**src/source/bft_config.svh**
```systemverilog
`ifndef BFT_CONFIG_SVH
`define BFT_CONFIG_SVH

// leaf ports at the bottom of the tree
`define BFT_NUM_LEAVES 8

// payload is the address width plus 4
`define BFT_PAYLOAD_W 7

// switch levels, also the width of a leaf address
`define BFT_DEPTH 3

`endif

```
**src/source/bft_pkg.sv**
```systemverilog
`include "bft_config.svh"

package bft_pkg;

	typedef logic [`BFT_DEPTH-1:0] leaf_addr_t;
	typedef logic [`BFT_PAYLOAD_W-1:0] payload_t;

	// valid on top, then destination, then payload
	typedef logic [$bits(leaf_addr_t)+$bits(payload_t):0] flit_t;

	// wanted direction of a flit, also the mux select of an output
	typedef enum logic [1:0] {
		DIR_VOID  = 2'b00,
		DIR_LEFT  = 2'b01,
		DIR_RIGHT = 2'b10,
		DIR_UP    = 2'b11
	} dir_t;

	function automatic logic flit_valid(flit_t f);
		return f[$bits(flit_t)-1];
	endfunction

	function automatic leaf_addr_t flit_addr(flit_t f);
		return f[$bits(flit_t)-2 -: $bits(leaf_addr_t)];
	endfunction

endpackage

```
**src/source/bft_top.sv**
```systemverilog
`timescale 1ns/1ps
`include "bft_config.svh"

module bft_top (
	input logic clk,
	input logic reset,
	input bft_pkg::flit_t pe_flit_i [`BFT_NUM_LEAVES],
	output bft_pkg::flit_t pe_flit_o [`BFT_NUM_LEAVES],
	output logic [`BFT_NUM_LEAVES-1:0] resend_o
);

	import bft_pkg::*;

	// nodes numbered as a heap: root is 1, children of n are 2n and 2n+1
	// leaf j sits at heap index NUM_LEAVES + j
	// dn_bus[n] runs from the parent into node n, up_bus[n] the other way
	flit_t dn_bus [2:2*`BFT_NUM_LEAVES-1];
	flit_t up_bus [2:2*`BFT_NUM_LEAVES-1];

	genvar n;
	genvar j;

	generate
		for (n = 1; n < `BFT_NUM_LEAVES; n++) begin : g_sw
			localparam int lvl = $clog2(n + 1) - 1;
			localparam int node = n - (1 << lvl);

			if (n == 1) begin : g_root
				tree_switch #(.level(lvl), .node_addr(node)) u_sw (
					.clk(clk),
					.reset(reset),
					.l_bus_i(up_bus[2*n]),
					.r_bus_i(up_bus[2*n+1]),
					.u_bus_i(),
					.l_bus_o(dn_bus[2*n]),
					.r_bus_o(dn_bus[2*n+1]),
					.u_bus_o()
				);
			end else begin : g_inner
				tree_switch #(.level(lvl), .node_addr(node)) u_sw (
					.clk(clk),
					.reset(reset),
					.l_bus_i(up_bus[2*n]),
					.r_bus_i(up_bus[2*n+1]),
					.u_bus_i(dn_bus[n]),
					.l_bus_o(dn_bus[2*n]),
					.r_bus_o(dn_bus[2*n+1]),
					.u_bus_o(up_bus[n])
				);
			end
		end

		for (j = 0; j < `BFT_NUM_LEAVES; j++) begin : g_leaf
			leaf_port #(.leaf_addr(j)) u_leaf (
				.clk(clk),
				.reset(reset),
				.bus_i(dn_bus[`BFT_NUM_LEAVES+j]),
				.bus_o(up_bus[`BFT_NUM_LEAVES+j]),
				.pe_flit_i(pe_flit_i[j]),
				.pe_flit_o(pe_flit_o[j]),
				.resend_o(resend_o[j])
			);
		end
	endgenerate

endmodule

```
**src/source/deflect_arbiter.sv**
```systemverilog
`timescale 1ns/1ps

module deflect_arbiter #(
	parameter int level = 1
) (
	input bft_pkg::dir_t d_l_i,
	input bft_pkg::dir_t d_r_i,
	input bft_pkg::dir_t d_u_i,
	output bft_pkg::dir_t sel_l_o,
	output bft_pkg::dir_t sel_r_o,
	output bft_pkg::dir_t sel_u_o
);

	import bft_pkg::*;

	generate
		if (level == 0) begin : g_root
			// root has no parent, every flit heads down to a child
			always_comb begin
				sel_l_o = DIR_VOID;
				sel_r_o = DIR_VOID;
				sel_u_o = DIR_VOID;
				if (d_l_i == DIR_LEFT)
					sel_l_o = DIR_LEFT;
				if (d_r_i == DIR_RIGHT)
					sel_r_o = DIR_RIGHT;
				if (d_l_i == DIR_RIGHT) begin
					if (sel_r_o == DIR_VOID)
						sel_r_o = DIR_LEFT;
					else
						sel_l_o = DIR_LEFT;
				end
				if (d_r_i == DIR_LEFT) begin
					if (sel_l_o == DIR_VOID)
						sel_l_o = DIR_RIGHT;
					else
						sel_r_o = DIR_RIGHT;
				end
			end
		end else begin : g_inner
			always_comb begin
				sel_l_o = DIR_VOID;
				sel_r_o = DIR_VOID;
				sel_u_o = DIR_VOID;

				// turnbacks go back out the link they came in on
				if (d_l_i == DIR_LEFT)
					sel_l_o = DIR_LEFT;
				if (d_r_i == DIR_RIGHT)
					sel_r_o = DIR_RIGHT;
				if (d_u_i == DIR_UP)
					sel_u_o = DIR_UP;

				// downlinks, bounced back up when the child link is taken
				if (d_u_i == DIR_LEFT) begin
					if (sel_l_o == DIR_VOID)
						sel_l_o = DIR_UP;
					else
						sel_u_o = DIR_UP;
				end
				if (d_u_i == DIR_RIGHT) begin
					if (sel_r_o == DIR_VOID)
						sel_r_o = DIR_UP;
					else
						sel_u_o = DIR_UP;
				end

				// side links between the two children
				if (d_l_i == DIR_RIGHT) begin
					if (sel_r_o == DIR_VOID)
						sel_r_o = DIR_LEFT;
					else if (sel_l_o == DIR_VOID)
						sel_l_o = DIR_LEFT;
					else
						sel_u_o = DIR_LEFT;
				end
				if (d_r_i == DIR_LEFT) begin
					if (sel_l_o == DIR_VOID)
						sel_l_o = DIR_RIGHT;
					else if (sel_r_o == DIR_VOID)
						sel_r_o = DIR_RIGHT;
					else
						sel_u_o = DIR_RIGHT;
				end

				// uplinks last, prefer bouncing back to the sender
				if (d_l_i == DIR_UP) begin
					if (sel_u_o == DIR_VOID)
						sel_u_o = DIR_LEFT;
					else if (sel_l_o == DIR_VOID)
						sel_l_o = DIR_LEFT;
					else
						sel_r_o = DIR_LEFT;
				end
				if (d_r_i == DIR_UP) begin
					if (sel_u_o == DIR_VOID)
						sel_u_o = DIR_RIGHT;
					else if (sel_r_o == DIR_VOID)
						sel_r_o = DIR_RIGHT;
					else
						sel_l_o = DIR_RIGHT;
				end
				// three inputs, three outputs, so the last branch is always free
			end
		end
	endgenerate

endmodule

```
**src/source/leaf_port.sv**
```systemverilog
`timescale 1ns/1ps

module leaf_port #(
	parameter int leaf_addr = 0
) (
	input logic clk,
	input logic reset,
	input bft_pkg::flit_t bus_i,
	output bft_pkg::flit_t bus_o,
	input bft_pkg::flit_t pe_flit_i,
	output bft_pkg::flit_t pe_flit_o,
	output logic resend_o
);

	import bft_pkg::*;

	logic eject;

	// flit for this leaf leaves the network here
	assign eject = flit_valid(bus_i) && (flit_addr(bus_i) == leaf_addr_t'(leaf_addr));

	// slot busy with a passing flit so the PE must hold its own
	assign resend_o = flit_valid(bus_i) && !eject;

	always_ff @(posedge clk) begin
		if (reset) begin
			pe_flit_o <= '0;
			bus_o <= '0;
		end else begin
			if (eject)
				pe_flit_o <= bus_i;
			else
				pe_flit_o <= '0;

			if (resend_o)
				bus_o <= bus_i;
			else if (flit_valid(pe_flit_i))
				bus_o <= pe_flit_i;
			else
				bus_o <= '0;
		end
	end

endmodule

```
**src/source/route_decoder.sv**
```systemverilog
`timescale 1ns/1ps

module route_decoder #(
	parameter int level = 0,
	parameter int node_addr = 0
) (
	input bft_pkg::flit_t flit_i,
	output bft_pkg::dir_t dir_o
);

	import bft_pkg::*;

	localparam int addr_w = $bits(leaf_addr_t);

	leaf_addr_t dest;
	logic in_subtree;

	assign dest = flit_addr(flit_i);

	// upper level bits name the subtree below this node
	// at the root the shift leaves nothing, so every flit matches
	assign in_subtree = (dest >> (addr_w - level)) == leaf_addr_t'(node_addr);

	always_comb begin
		if (!flit_valid(flit_i)) begin
			dir_o = DIR_VOID;
		end else if (!in_subtree) begin
			dir_o = DIR_UP;
		end else if (dest[addr_w-1-level]) begin
			// next bit picks the child
			dir_o = DIR_RIGHT;
		end else begin
			dir_o = DIR_LEFT;
		end
	end

endmodule

```
**src/source/tree_switch.sv**
```systemverilog
`timescale 1ns/1ps

module tree_switch #(
	parameter int level = 1,
	parameter int node_addr = 0
) (
	input logic clk,
	input logic reset,
	input bft_pkg::flit_t l_bus_i,
	input bft_pkg::flit_t r_bus_i,
	input bft_pkg::flit_t u_bus_i,
	output bft_pkg::flit_t l_bus_o,
	output bft_pkg::flit_t r_bus_o,
	output bft_pkg::flit_t u_bus_o
);

	import bft_pkg::*;

	dir_t d_l;
	dir_t d_r;
	dir_t d_u;
	dir_t sel_l;
	dir_t sel_r;
	dir_t sel_u;
	flit_t u_flit;
	logic [1:0] n_in;
	logic [1:0] n_out;

	function automatic flit_t pick(dir_t sel, flit_t l, flit_t r, flit_t u);
		case (sel)
			DIR_LEFT: return l;
			DIR_RIGHT: return r;
			DIR_UP: return u;
			default: return '0;
		endcase
	endfunction

	route_decoder #(.level(level), .node_addr(node_addr)) u_dec_l (
		.flit_i(l_bus_i),
		.dir_o(d_l)
	);

	route_decoder #(.level(level), .node_addr(node_addr)) u_dec_r (
		.flit_i(r_bus_i),
		.dir_o(d_r)
	);

	generate
		if (level == 0) begin : g_root
			// no parent link at the root
			assign d_u = DIR_VOID;
			assign u_flit = '0;
		end else begin : g_inner
			route_decoder #(.level(level), .node_addr(node_addr)) u_dec_u (
				.flit_i(u_bus_i),
				.dir_o(d_u)
			);
			assign u_flit = u_bus_i;
		end
	endgenerate

	deflect_arbiter #(.level(level)) u_arb (
		.d_l_i(d_l),
		.d_r_i(d_r),
		.d_u_i(d_u),
		.sel_l_o(sel_l),
		.sel_r_o(sel_r),
		.sel_u_o(sel_u)
	);

	always_ff @(posedge clk) begin
		if (reset) begin
			l_bus_o <= '0;
			r_bus_o <= '0;
			u_bus_o <= '0;
		end else begin
			l_bus_o <= pick(sel_l, l_bus_i, r_bus_i, u_flit);
			r_bus_o <= pick(sel_r, l_bus_i, r_bus_i, u_flit);
			u_bus_o <= pick(sel_u, l_bus_i, r_bus_i, u_flit);
		end
	end

	// flits in must equal flits out one cycle later
	assign n_in = {1'b0, flit_valid(l_bus_i)} + {1'b0, flit_valid(r_bus_i)}
		+ {1'b0, flit_valid(u_flit)};
	assign n_out = {1'b0, flit_valid(l_bus_o)} + {1'b0, flit_valid(r_bus_o)}
		+ {1'b0, flit_valid(u_bus_o)};

	a_conserve: assert property (@(posedge clk) disable iff (reset)
		!$past(reset) |-> n_out == $past(n_in))
		else $error("tree_switch level %0d node %0d lost or duplicated a flit",
			level, node_addr);

endmodule

```
**config.mk**
```make
export PLATFORM = sky130hd
export DESIGN_NAME = bft_top
export DESIGN_NICKNAME = d
export VERILOG_FILES = /design/src/source/bft_pkg.sv /design/src/source/bft_top.sv /design/src/source/deflect_arbiter.sv /design/src/source/leaf_port.sv /design/src/source/route_decoder.sv /design/src/source/tree_switch.sv
export VERILOG_INCLUDE_DIRS = /design/src /design/src/source
export SDC_FILE = /design/constraint.sdc
export NUM_CORES = 1
export LEC_CHECK = 0
export ABC_AREA = 1
export BUFFER_PORTS_ARGS = -buffer_cell sky130_fd_sc_hd__buf_2
export CORE_MARGIN = 2
export CORE_UTILIZATION = 35
export CTS_BUF_LIST = sky130_fd_sc_hd__clkbuf_16
export DETAILED_ROUTE_END_ITERATION = 10
export GPL_TIMING_DRIVEN = 0
export PLACE_DENSITY = 0.57
export SETUP_SLACK_MARGIN = 0.15
export SYNTH_ARGS = -nofsm -noshare
export SYNTH_HDL_FRONTEND = slang
export SYNTH_HIERARCHICAL = 1
export SYNTH_SLANG_ARGS = --single-unit
```
**constraint.sdc**
```tcl
create_clock -name clk -period 3.6 [get_ports clk]
set_input_delay 0.18 -clock clk [delete_from_list [all_inputs] [get_ports clk]]
set_output_delay 0.18 -clock clk [all_outputs]
set_load 0.05 [all_outputs]
```
# Word level (Yosys, flattened, before mapping)
# Index checks and enable logic that the tools add are counted.
[totals]
ff_bits = 396
latch_bits = 0
ram_bits = 0
romBits = 0
out_inout_bits = 96
mem_count = 0
[op_classes]
addsub = 0
multipliers = 0
div_mod_pow = 0
order_cmp = 0
n_eq_ne = 132
shift = 0
mux = 362
bitwise = 8
n_reduce_logical = 101
[ops]
columns = ["operator", "count"]
rows = [
  ["two-way mux 2 bit", 319],
  ["one-hot mux 11 bit (3 select lines)", 18],
  ["two-way mux 11 bit", 16],
  ["equality test 2 bit (second input constant)", 82],
  ["zero test 2 bit", 62],
  ["equality test 2 x 1 -> 1 bit (second input constant)", 43],
  ["one-hot mux 11 bit (2 select lines)", 2],
  ["zero test 3 bit", 7],
  ["logical AND 1 bit", 16],
  ["OR reduction 2 bit", 8],
  ["equality test 3 bit (second input constant)", 4],
  ["zero test 1 bit", 8],
  ["inverter 1 bit", 8],
  ["two-way mux 1 bit", 7],
  ["equality test 3 x 2 -> 1 bit (second input constant)", 2],
  ["equality test 3 x 1 -> 1 bit (second input constant)", 1],
]

# Longest topological paths before layout
# Gate-level depths: netlist of the first run.
[logic_depth]
depth_word = 25
ltp_mapped = 23
mapped_depth_nobuf = 22

# Modules after synthesis
# Netlist of the first run, hierarchy kept.
[modules_own_cells]
columns = ["module", "instances", "cells_per_inst", "area_per_inst_um2"]
rows = [
  ["tree_switch (g_sw[5].g_inner.u_sw ...)", 3, 259, 1784.2],
  ["tree_switch (g_sw[2].g_inner.u_sw ...)", 3, 259, 1776.7],
  ["deflect_arbiter (g_sw[2].g_inner.u_sw.u_arb ...)", 6, 50, 251.5],
  ["tree_switch (g_sw[1].g_root.u_sw)", 1, 161, 1403.8],
  ["leaf_port (g_leaf[5].u_leaf)", 1, 102, 854.6],
  ["leaf_port (g_leaf[7].u_leaf)", 1, 94, 810.8],
  ["leaf_port (g_leaf[0].u_leaf)", 1, 102, 802.0],
  ["leaf_port (g_leaf[1].u_leaf)", 1, 104, 792.0],
  ["leaf_port (g_leaf[6].u_leaf)", 1, 99, 789.5],
  ["leaf_port (g_leaf[2].u_leaf)", 1, 102, 787.0],
  ["leaf_port (g_leaf[3].u_leaf)", 1, 102, 785.8],
  ["leaf_port (g_leaf[4].u_leaf)", 1, 99, 782.0],
  ["route_decoder (g_sw[5].g_inner.u_sw.g_inner.u_dec_u ...)", 6, 8, 32.5],
  ["deflect_arbiter (g_sw[1].g_root.u_sw.u_arb)", 1, 21, 96.3],
  ["5 more rows", "--", "--", "--"],
]

# Worst setup path after synthesis of the first run
# Ideal clock, no wire load.
[synth_timing]
path_type = "register to register"
from = "register g_sw[2].g_inner.u_sw.l_bus_o[9]"
to = "register g_sw[4].g_inner.u_sw.u_bus_o[0]"
arrival_ps = 2005
required_ps = 3491
path_slack_ps = 1486
stages_incl_launch_ff = 17
path_buffers = 1
synth_period_minus_slack_ps = 2114
cell_sequence = "dfxtp_1 -> nor2_2 -> a21oi_1 -> inv_2 -> nor2_2 -> nand2_1 -> a21oi_2 -> o21ai_1 -> inv_2 -> nand2_2 -> o21ai_1 -> inv_2 -> buf_6 -> nand3_1 -> nand3_1 -> nand2_1 -> inv_1"
[synth_via]
elab_chain_cells = 23
[synth_rtl]
columns = ["element", "line_no", "source"]
rows = [
  ["start: declaration", "tree_switch.sv:12", "output bft_pkg::flit_t l_bus_o,"],
  ["start signal: assignment", "tree_switch.sv:77", "l_bus_o <= pick(sel_l, l_bus_i, r_bus_i, u_flit);"],
  ["zero test 3 bit (*)", "route_decoder.sv:22", "assign in_subtree = (dest >> (addr_w - level)) == leaf_addr_t'(node_addr);"],
  ["two-way mux 2 bit (*)", "route_decoder.sv:27", "end else if (!in_subtree) begin"],
  ["two-way mux 2 bit (*)", "route_decoder.sv:25", "if (!flit_valid(flit_i)) begin"],
  ["named net g_sw[4].g_inner.u_sw.d_u[0]", "tree_switch.sv:21", "dir_t d_u;"],
  ["equality test 2 bit", "deflect_arbiter.sv:51", "if (d_u_i == DIR_UP)"],
  ["two-way mux 2 bit", "deflect_arbiter.sv:51", ""],
  ["two-way mux 2 bit", "deflect_arbiter.sv:56", "if (sel_l_o == DIR_VOID)"],
  ["two-way mux 2 bit", "deflect_arbiter.sv:55", "if (d_u_i == DIR_LEFT) begin"],
  ["(+9 left out)", "--", ""],
  ["two-way mux 2 bit", "deflect_arbiter.sv:88", "if (sel_u_o == DIR_VOID)"],
  ["two-way mux 2 bit (*)", "deflect_arbiter.sv:87", "if (d_l_i == DIR_UP) begin"],
  ["zero test 2 bit", "deflect_arbiter.sv:96", "if (sel_u_o == DIR_VOID)"],
  ["two-way mux 2 bit", "deflect_arbiter.sv:96", ""],
  ["two-way mux 2 bit (*)", "deflect_arbiter.sv:95", "if (d_r_i == DIR_UP) begin"],
  ["named net g_sw[4].g_inner.u_sw.sel_u[0]", "tree_switch.sv:24", "dir_t sel_u;"],
  ["equality test 2 bit / equality test 2 x 1 -> 1 bit (equally long branches)", "tree_switch.sv:30", "case (sel)"],
  ["one-hot mux 11 bit (3 select lines) (*)", "tree_switch.sv:30", ""],
  ["end signal: assignment", "tree_switch.sv:79", "u_bus_o <= pick(sel_u, l_bus_i, r_bus_i, u_flit);"],
  ["end: declaration", "tree_switch.sv:14", "output bft_pkg::flit_t u_bus_o"],
]
# The timed path passes the listed nets; every way through them passes the cells marked *.
# A chain may end at the register's enable or synchronous reset.

# Final worst setup path of the first run
[layout_timing]
from = "register g_sw[6].g_inner.u_sw.u_bus_o[10]"
to = "register g_sw[3].g_inner.u_sw.r_bus_o[1]"
[layout_via]
elab_chain_cells = 23
[layout_rtl]
columns = ["element", "line_no", "source"]
rows = [
  ["start: declaration", "tree_switch.sv:14", ""],
  ["start signal: assignment", "tree_switch.sv:79", ""],
  ["two-way mux 2 bit (*)", "route_decoder.sv:25", ""],
  ["named net g_sw[3].g_inner.u_sw.d_l[0]", "tree_switch.sv:19", "dir_t d_l;"],
  ["equality test 2 x 1 -> 1 bit", "deflect_arbiter.sv:47", "if (d_l_i == DIR_LEFT)"],
  ["two-way mux 1 bit", "deflect_arbiter.sv:47", ""],
  ["zero test 2 bit", "deflect_arbiter.sv:56", ""],
  ["two-way mux 2 bit", "deflect_arbiter.sv:56", ""],
  ["two-way mux 2 bit", "deflect_arbiter.sv:55", ""],
  ["zero test 2 bit / two-way mux 2 bit (equally long branches)", "deflect_arbiter.sv:72, deflect_arbiter.sv:62", ""],
  ["(+9 left out)", "--", ""],
  ["two-way mux 2 bit", "deflect_arbiter.sv:87", ""],
  ["zero test 2 bit", "deflect_arbiter.sv:98", "else if (sel_r_o == DIR_VOID)"],
  ["two-way mux 2 bit", "deflect_arbiter.sv:98", ""],
  ["two-way mux 2 bit", "deflect_arbiter.sv:96", ""],
  ["two-way mux 2 bit (*)", "deflect_arbiter.sv:95", ""],
  ["named net g_sw[3].g_inner.u_sw.sel_r[1]", "tree_switch.sv:23", "dir_t sel_r;"],
  ["equality test 2 bit / equality test 2 x 1 -> 1 bit (equally long branches)", "tree_switch.sv:30", ""],
  ["one-hot mux 11 bit (3 select lines) (*)", "tree_switch.sv:30", ""],
  ["end signal: assignment", "tree_switch.sv:78", "r_bus_o <= pick(sel_r, l_bus_i, r_bus_i, u_flit);"],
  ["end: declaration", "tree_switch.sv:13", "output bft_pkg::flit_t r_bus_o,"],
]
# Marks and branches as above.

==> out/metrics.yaml, run 1 <==
hold_buffers: 89
hp-class: "in2reg"
setup_viol: 0
grtUsageMet2: 0.321
drv_cap: 0
layout_commonest_cell: "nand3_1"
cp-start-kind: "register"
p_leak_uw: 0.0124
postSynthCellCount: 2902
grt_pass1_wl_um: 94900
cts_num_sinks: 396
crit_buf_inv: 5
power_uw: 9810
top_usage_layer: "met2"
min_period_ns: 2.70
final_nets: 3321
required_ns: 4.06
register_area_sq_um: 7930
dp_hpwl_um: 44200
ios: 186
grtUsageTotal: 0.196
htree_levels: 2
core_area_sq_um: 56600
clkTransAtPathRegs_ns: 0.06
die_area_sq_um: 59500
post_drt_wl_per_cell_um: 14.9
mostFrequentLayoutCells: "nand3_1 (834), nand2_1 (526), inv_1 (410)"
cts_resized: 0
crit_path_end_kind: "register"
setup_tns_ns: 0
rsz0062_at_grt: "no"
cts_tree: "done"
groute.layer.met1.usage: 0.263
vias: 19200
multi_input_area_sq_um: 9040
first_pass_iters: 5
path_cells: "inv_1, a21oi_1, nand2_2, nand2_1, a21oi_2, o21ai_1, inv_2, nand2_2, nand2_2, o21ai_1, inv_2, buf_6, nand3_1, nand3_1, nand2_1, inv_1"
nFillCells: 5988
maxSlewHeadroom: 0.116
drc: 0
path_delay_family: "compound AO/OA/AOI/OAI gates"
clk_path_buf_depth: 3
routabilityCongestion: 0.944
vdd.ir_drop.worst_uv: 292
start_util: 0.356
grt_max_degree: 35
grt_antenna_before_repair: 0
postCtsSetupBuffers: 0
worst_pin_slew_ns: 1.33
critPathMaxStageDelay_ns: 0.44
arrival_ns: 3.16
drt_iter0_markers: 1503
yosys_warnings: 6
grt_use_met3: 0.0307
status: "complete, no violations"
timing.hold.ws_ns: 0.0285
rows: 87
fmax_ghz: 0.371
die_width_um: 244
finalCritPeriodShare: 0.750
drive_above_1_share: 0.202
io_buffers: 184
drt_wl_total_um: 59700
n_antenna_cell: 0
synth_area_sq_um: 20100
die_h_um: 244
fin_skew_ns: 0.0205
area_growth_pct: 20.8
finalHoldViolations: 0
first_global_vias: 18300
cpMostUsedCell: "nand2_2"
syn_avg_cell_area_sq_um: 6.94
overflow: 0
detail-route-antenna-nets: 0
crit_fanout: 10
cts_inserted_buffers: 45
finalMaxSlewViolations: 0
root_buffer: "clkbuf_16"
slowest_stage: "dfxtp_1"
clkLatencyLatePin_ns: 0.58
powerDensity_nw_per_um2: 404
via_per_inst: 4.77
timing_worst_setup_path_type: "reg2reg"
-- sequential cells by signal, indices dropped and copies added (netlist names) --
signal	cells
g_leaf.u_leaf/bus_o	88
g_leaf.u_leaf/pe_flit_o	88
g_sw.g_inner.u_sw/l_bus_o	66
g_sw.g_inner.u_sw/r_bus_o	66
g_sw.g_inner.u_sw/u_bus_o	66
g_sw.g_root.u_sw/l_bus_o	11
g_sw.g_root.u_sw/r_bus_o	11
-- final cells by class --
| type | instances | area share |
|---|---|---|
| inverter | 487 | 0.0754 |
| clock inverter | 35 | 0.0114 |
| timing repair buffer | 273 | 0.0745 |
| clock buffer | 45 | 0.0463 |
| tap | 756 | 0.0389 |
| multi-input combinational | 1867 | 0.372 |
| buffer | 157 | 0.0557 |
| sequential | 396 | 0.326 |
-- metrics by stage --
step	setup slack (ns)	instances	area, sq um	util
floorplan	1.49	2907	20200	-
global placement	0.934	3847	22000	0.389
detailed placement	0.926	3847	22000	0.389
CTS	0.913	4016	24300	0.430
global route	0.601	4016	24300	0.430
finish	0.902	4016	24300	0.430
-- worst paths after layout --
| kind | cells after the start | slack (ns) | startpoint | end |
|---|---|---|---|---|
| worst max-delay path | 16 | 0.90 | g_sw[6].g_inner.u_sw/u_bus_o[10] | g_sw[3].g_inner.u_sw/r_bus_o[1] |
| worst min-delay path | 4 | 0.03 | pe_flit_i[10] | g_leaf[7].u_leaf/bus_o[6] |
| worst max register to register | 16 | 0.90 | g_sw[6].g_inner.u_sw/u_bus_o[10] | g_sw[3].g_inner.u_sw/r_bus_o[1] |
| worst min register to register | 2 | 0.43 | g_sw[4].g_inner.u_sw/r_bus_o[4] | g_leaf[1].u_leaf/pe_flit_o[4] |
-- power by group --
part,internal [uW],total (uW),switching [uW],leakage (uW)
Clock,2560,4400,1840,0.000709
Combinational,329,843,513,0.00851
Sequential,4470,4570,107,0.00321
-- per-layer routing --
layer  part of all wire  vias to the layer above
li1                   -                     9799
met1               0.45                     8676
met2               0.46                      565
met3              0.061                      134
met4              0.029                        0
met5                  0                        -
-- worst min-delay path: cells and delay by family --
kind | cells | cell delay [ns]
compound gates | 1 | 0.12
simple gates | 2 | 0.18
buf+inv | 1 | 0.08
No activity file was read; power rests on OpenSTA's default activity.
==> inputs of run 2 (changes only) <==
- clock period: 3.6 -> 2.65 ns (I/O delays scaled with it)
==> run 2 against run 1 <==
Net effect:
- largest cell class unchanged
- global-route usage increased by 0.095 points
- combinational power increased by 39%
- critical path type unchanged
- sequential share of layout area decreased by 0.22 points
- critical endpoint is now g_sw[2].g_inner.u_sw/r_bus_o[8]
- clock power increased by 36%
==> out/metrics.yaml, run 2 (synthesized netlist as in run 1, its figures left out) <==
mostFrequentLayoutCells: "nand3_1 (834), nand2_1 (519), inv_1 (410)"
overflow: 0
crit_path_end_kind: "register"
grt_antenna_before_repair: 0
wl_met3_um: 3420
crit_fanout: 10
power_uw: 13400
root_buffer: "clkbuf_16"
via_per_inst: 4.78
fmax_ghz: 0.433
clk_path_buf_depth: 3
cts_inserted_buffers: 45
regToRegStartpoint: "g_sw[5].g_inner.u_sw/u_bus_o[10]"
worst_pin_slew_ns: 1.30
m1WireLength_um: 27200
min_from: "pe_flit_i[65]"
p_leak_uw: 0.0125
setup_viol: 0
first_global_vias: 18400
post_drt_wl_per_cell_um: 14.9
io_buffers: 184
dr.max_layer_used: "met4"
finalMaxSlewViolations: 0
maxSlewHeadroom: 0.130
finalHoldViolations: 0
hp-class: "in2reg"
status: "complete, no violations"
rsz0062_at_grt: "yes"
routabilityCongestion: 0.944
holdPathStages: 4
cp-start-kind: "register"
finalCritPeriodShare: 0.872
min_period_ns: 2.31
vdd.ir_drop.worst_uv: 398
ios: 186
setup_slack_ns: 0.338
rrSetupSlack_ns: 0.34
layout_commonest_cell: "nand3_1"
die_width_um: 244
hold_path_end: "g_leaf[2].u_leaf/bus_o[10]"
die_h_um: 244
clkLatencyLatePin_ns: 0.58
detail-route-antenna-nets: 0
drive_above_1_share: 0.226
drv_cap: 0
drt_iter0_markers: 1560
grtUsageTotal: 0.197
worstReg2RegEnd: "g_sw[2].g_inner.u_sw/r_bus_o[8]"
wl_met2_um: 27500
grt_max_degree: 35
arrival_ns: 2.77
required_ns: 3.10
vias: 19300
rows: 87
htree_levels: 2
first_pass_iters: 5
drt_wl_total_um: 59900
timing_worst_setup_path_type: "reg2reg"
dp_hpwl_um: 44200
powerDensity_nw_per_um2: 541
clkTransAtPathRegs_ns: 0.06
area_growth_pct: 22.7
cts_num_sinks: 396
final_nets: 3336
die_area_sq_um: 59500
n_antenna_cell: 0
cts_tree: "done"
start_util: 0.356
grt_pass1_wl_um: 95400
fin_skew_ns: 0.0210
drc: 0
core_area_sq_um: 56600
top_regs: "g_leaf.u_leaf/bus_o x88, g_leaf.u_leaf/pe_flit_o x88"
place_ws_ns: -0.0243
rr_worst_depth: 16
==> run 2: cell type report <==
cell class,count,area (sq um)
Multi-Input combinational cell,1867,9210
Timing Repair Buffer,288,1960
Fill cell,5943,31900
Buffer,157,1360
Inverter,487,1830
Sequential cell,396,8000
Tap cell,756,946
Clock inverter,35,278
Clock buffer,45,1130
==> run 2: worst max path at each step <==
stage                                     startpoint                              end  slack (ns)
finish              g_sw[5].g_inner.u_sw/u_bus_o[10]  g_sw[2].g_inner.u_sw/r_bus_o[8]        0.34
global route               g_leaf[1].u_leaf/bus_o[8]  g_sw[4].g_inner.u_sw/l_bus_o[0]        0.13
CTS                  g_sw[2].g_inner.u_sw/l_bus_o[9]  g_sw[4].g_inner.u_sw/l_bus_o[7]        0.15
detailed placement  g_sw[6].g_inner.u_sw/u_bus_o[10]  g_sw[3].g_inner.u_sw/r_bus_o[1]       -0.02
global placement    g_sw[6].g_inner.u_sw/u_bus_o[10]  g_sw[3].g_inner.u_sw/r_bus_o[1]       -0.02
floorplan            g_sw[2].g_inner.u_sw/l_bus_o[9]  g_sw[4].g_inner.u_sw/u_bus_o[0]        0.54
==> run 2: per-stage QoR <==
step | hold WS, ns | TNS (ns) | instances | area, sq um | util
5_1_grt | 0.0589 | 0 | 4031 | 24700 | 0.437
2_1_floorplan | 0.202 | 0 | 2907 | 20200 | -
6_report | 0.0243 | 0 | 4031 | 24700 | 0.437
3_5_place_dp | 0.398 | -0.0533 | 3847 | 22000 | 0.389
4_1_cts | 0.00529 | 0 | 4030 | 24500 | 0.433
3_3_place_gp | 0.390 | -0.0287 | 3847 | 22000 | 0.389
==> run 2: what timing repair did <==
item	4_1_cts	5_1_grt
gates resized for setup	11	86
hold buffers	103	0
endpoints found under the setup margin	78	198
hold endpoints to repair	86	0
setup buffers	0	1
pin swaps	0	1
==> run 2: where the power goes <==
| group | leakage [uW] | switching (uW) | internal [uW] |
|---|---|---|---|
| clock network | 0.000709 | 2510 | 3470 |
| logic | 0.00859 | 706 | 466 |
| registers | 0.00324 | 144 | 6070 |
| total | 0.0125 | 3360 | 10000 |
==> run 2: metal layers <==
metal,vias to the layer above,global-route usage
li1,9833,-
met5,-,0
met4,0,0.0667
met3,141,0.0307
met1,8747,0.264
met2,567,0.323
==> run 2: worst max-delay path: stages, from the launching register on <==
cell	delay (ns)
dfxtp_2	0.40
inv_1	0.08
nor2_1	0.19
nand2_1	0.14
nand2_2	0.11
nand2_2	0.07
o21ai_1	0.16
inv_2	0.08
nand2_4	0.12
nand2_2	0.10
o21ai_4	0.25
inv_2	0.07
buf_6	0.14
nand3_1	0.06
nand3_1	0.11
nand2_1	0.08
inv_1	0.05
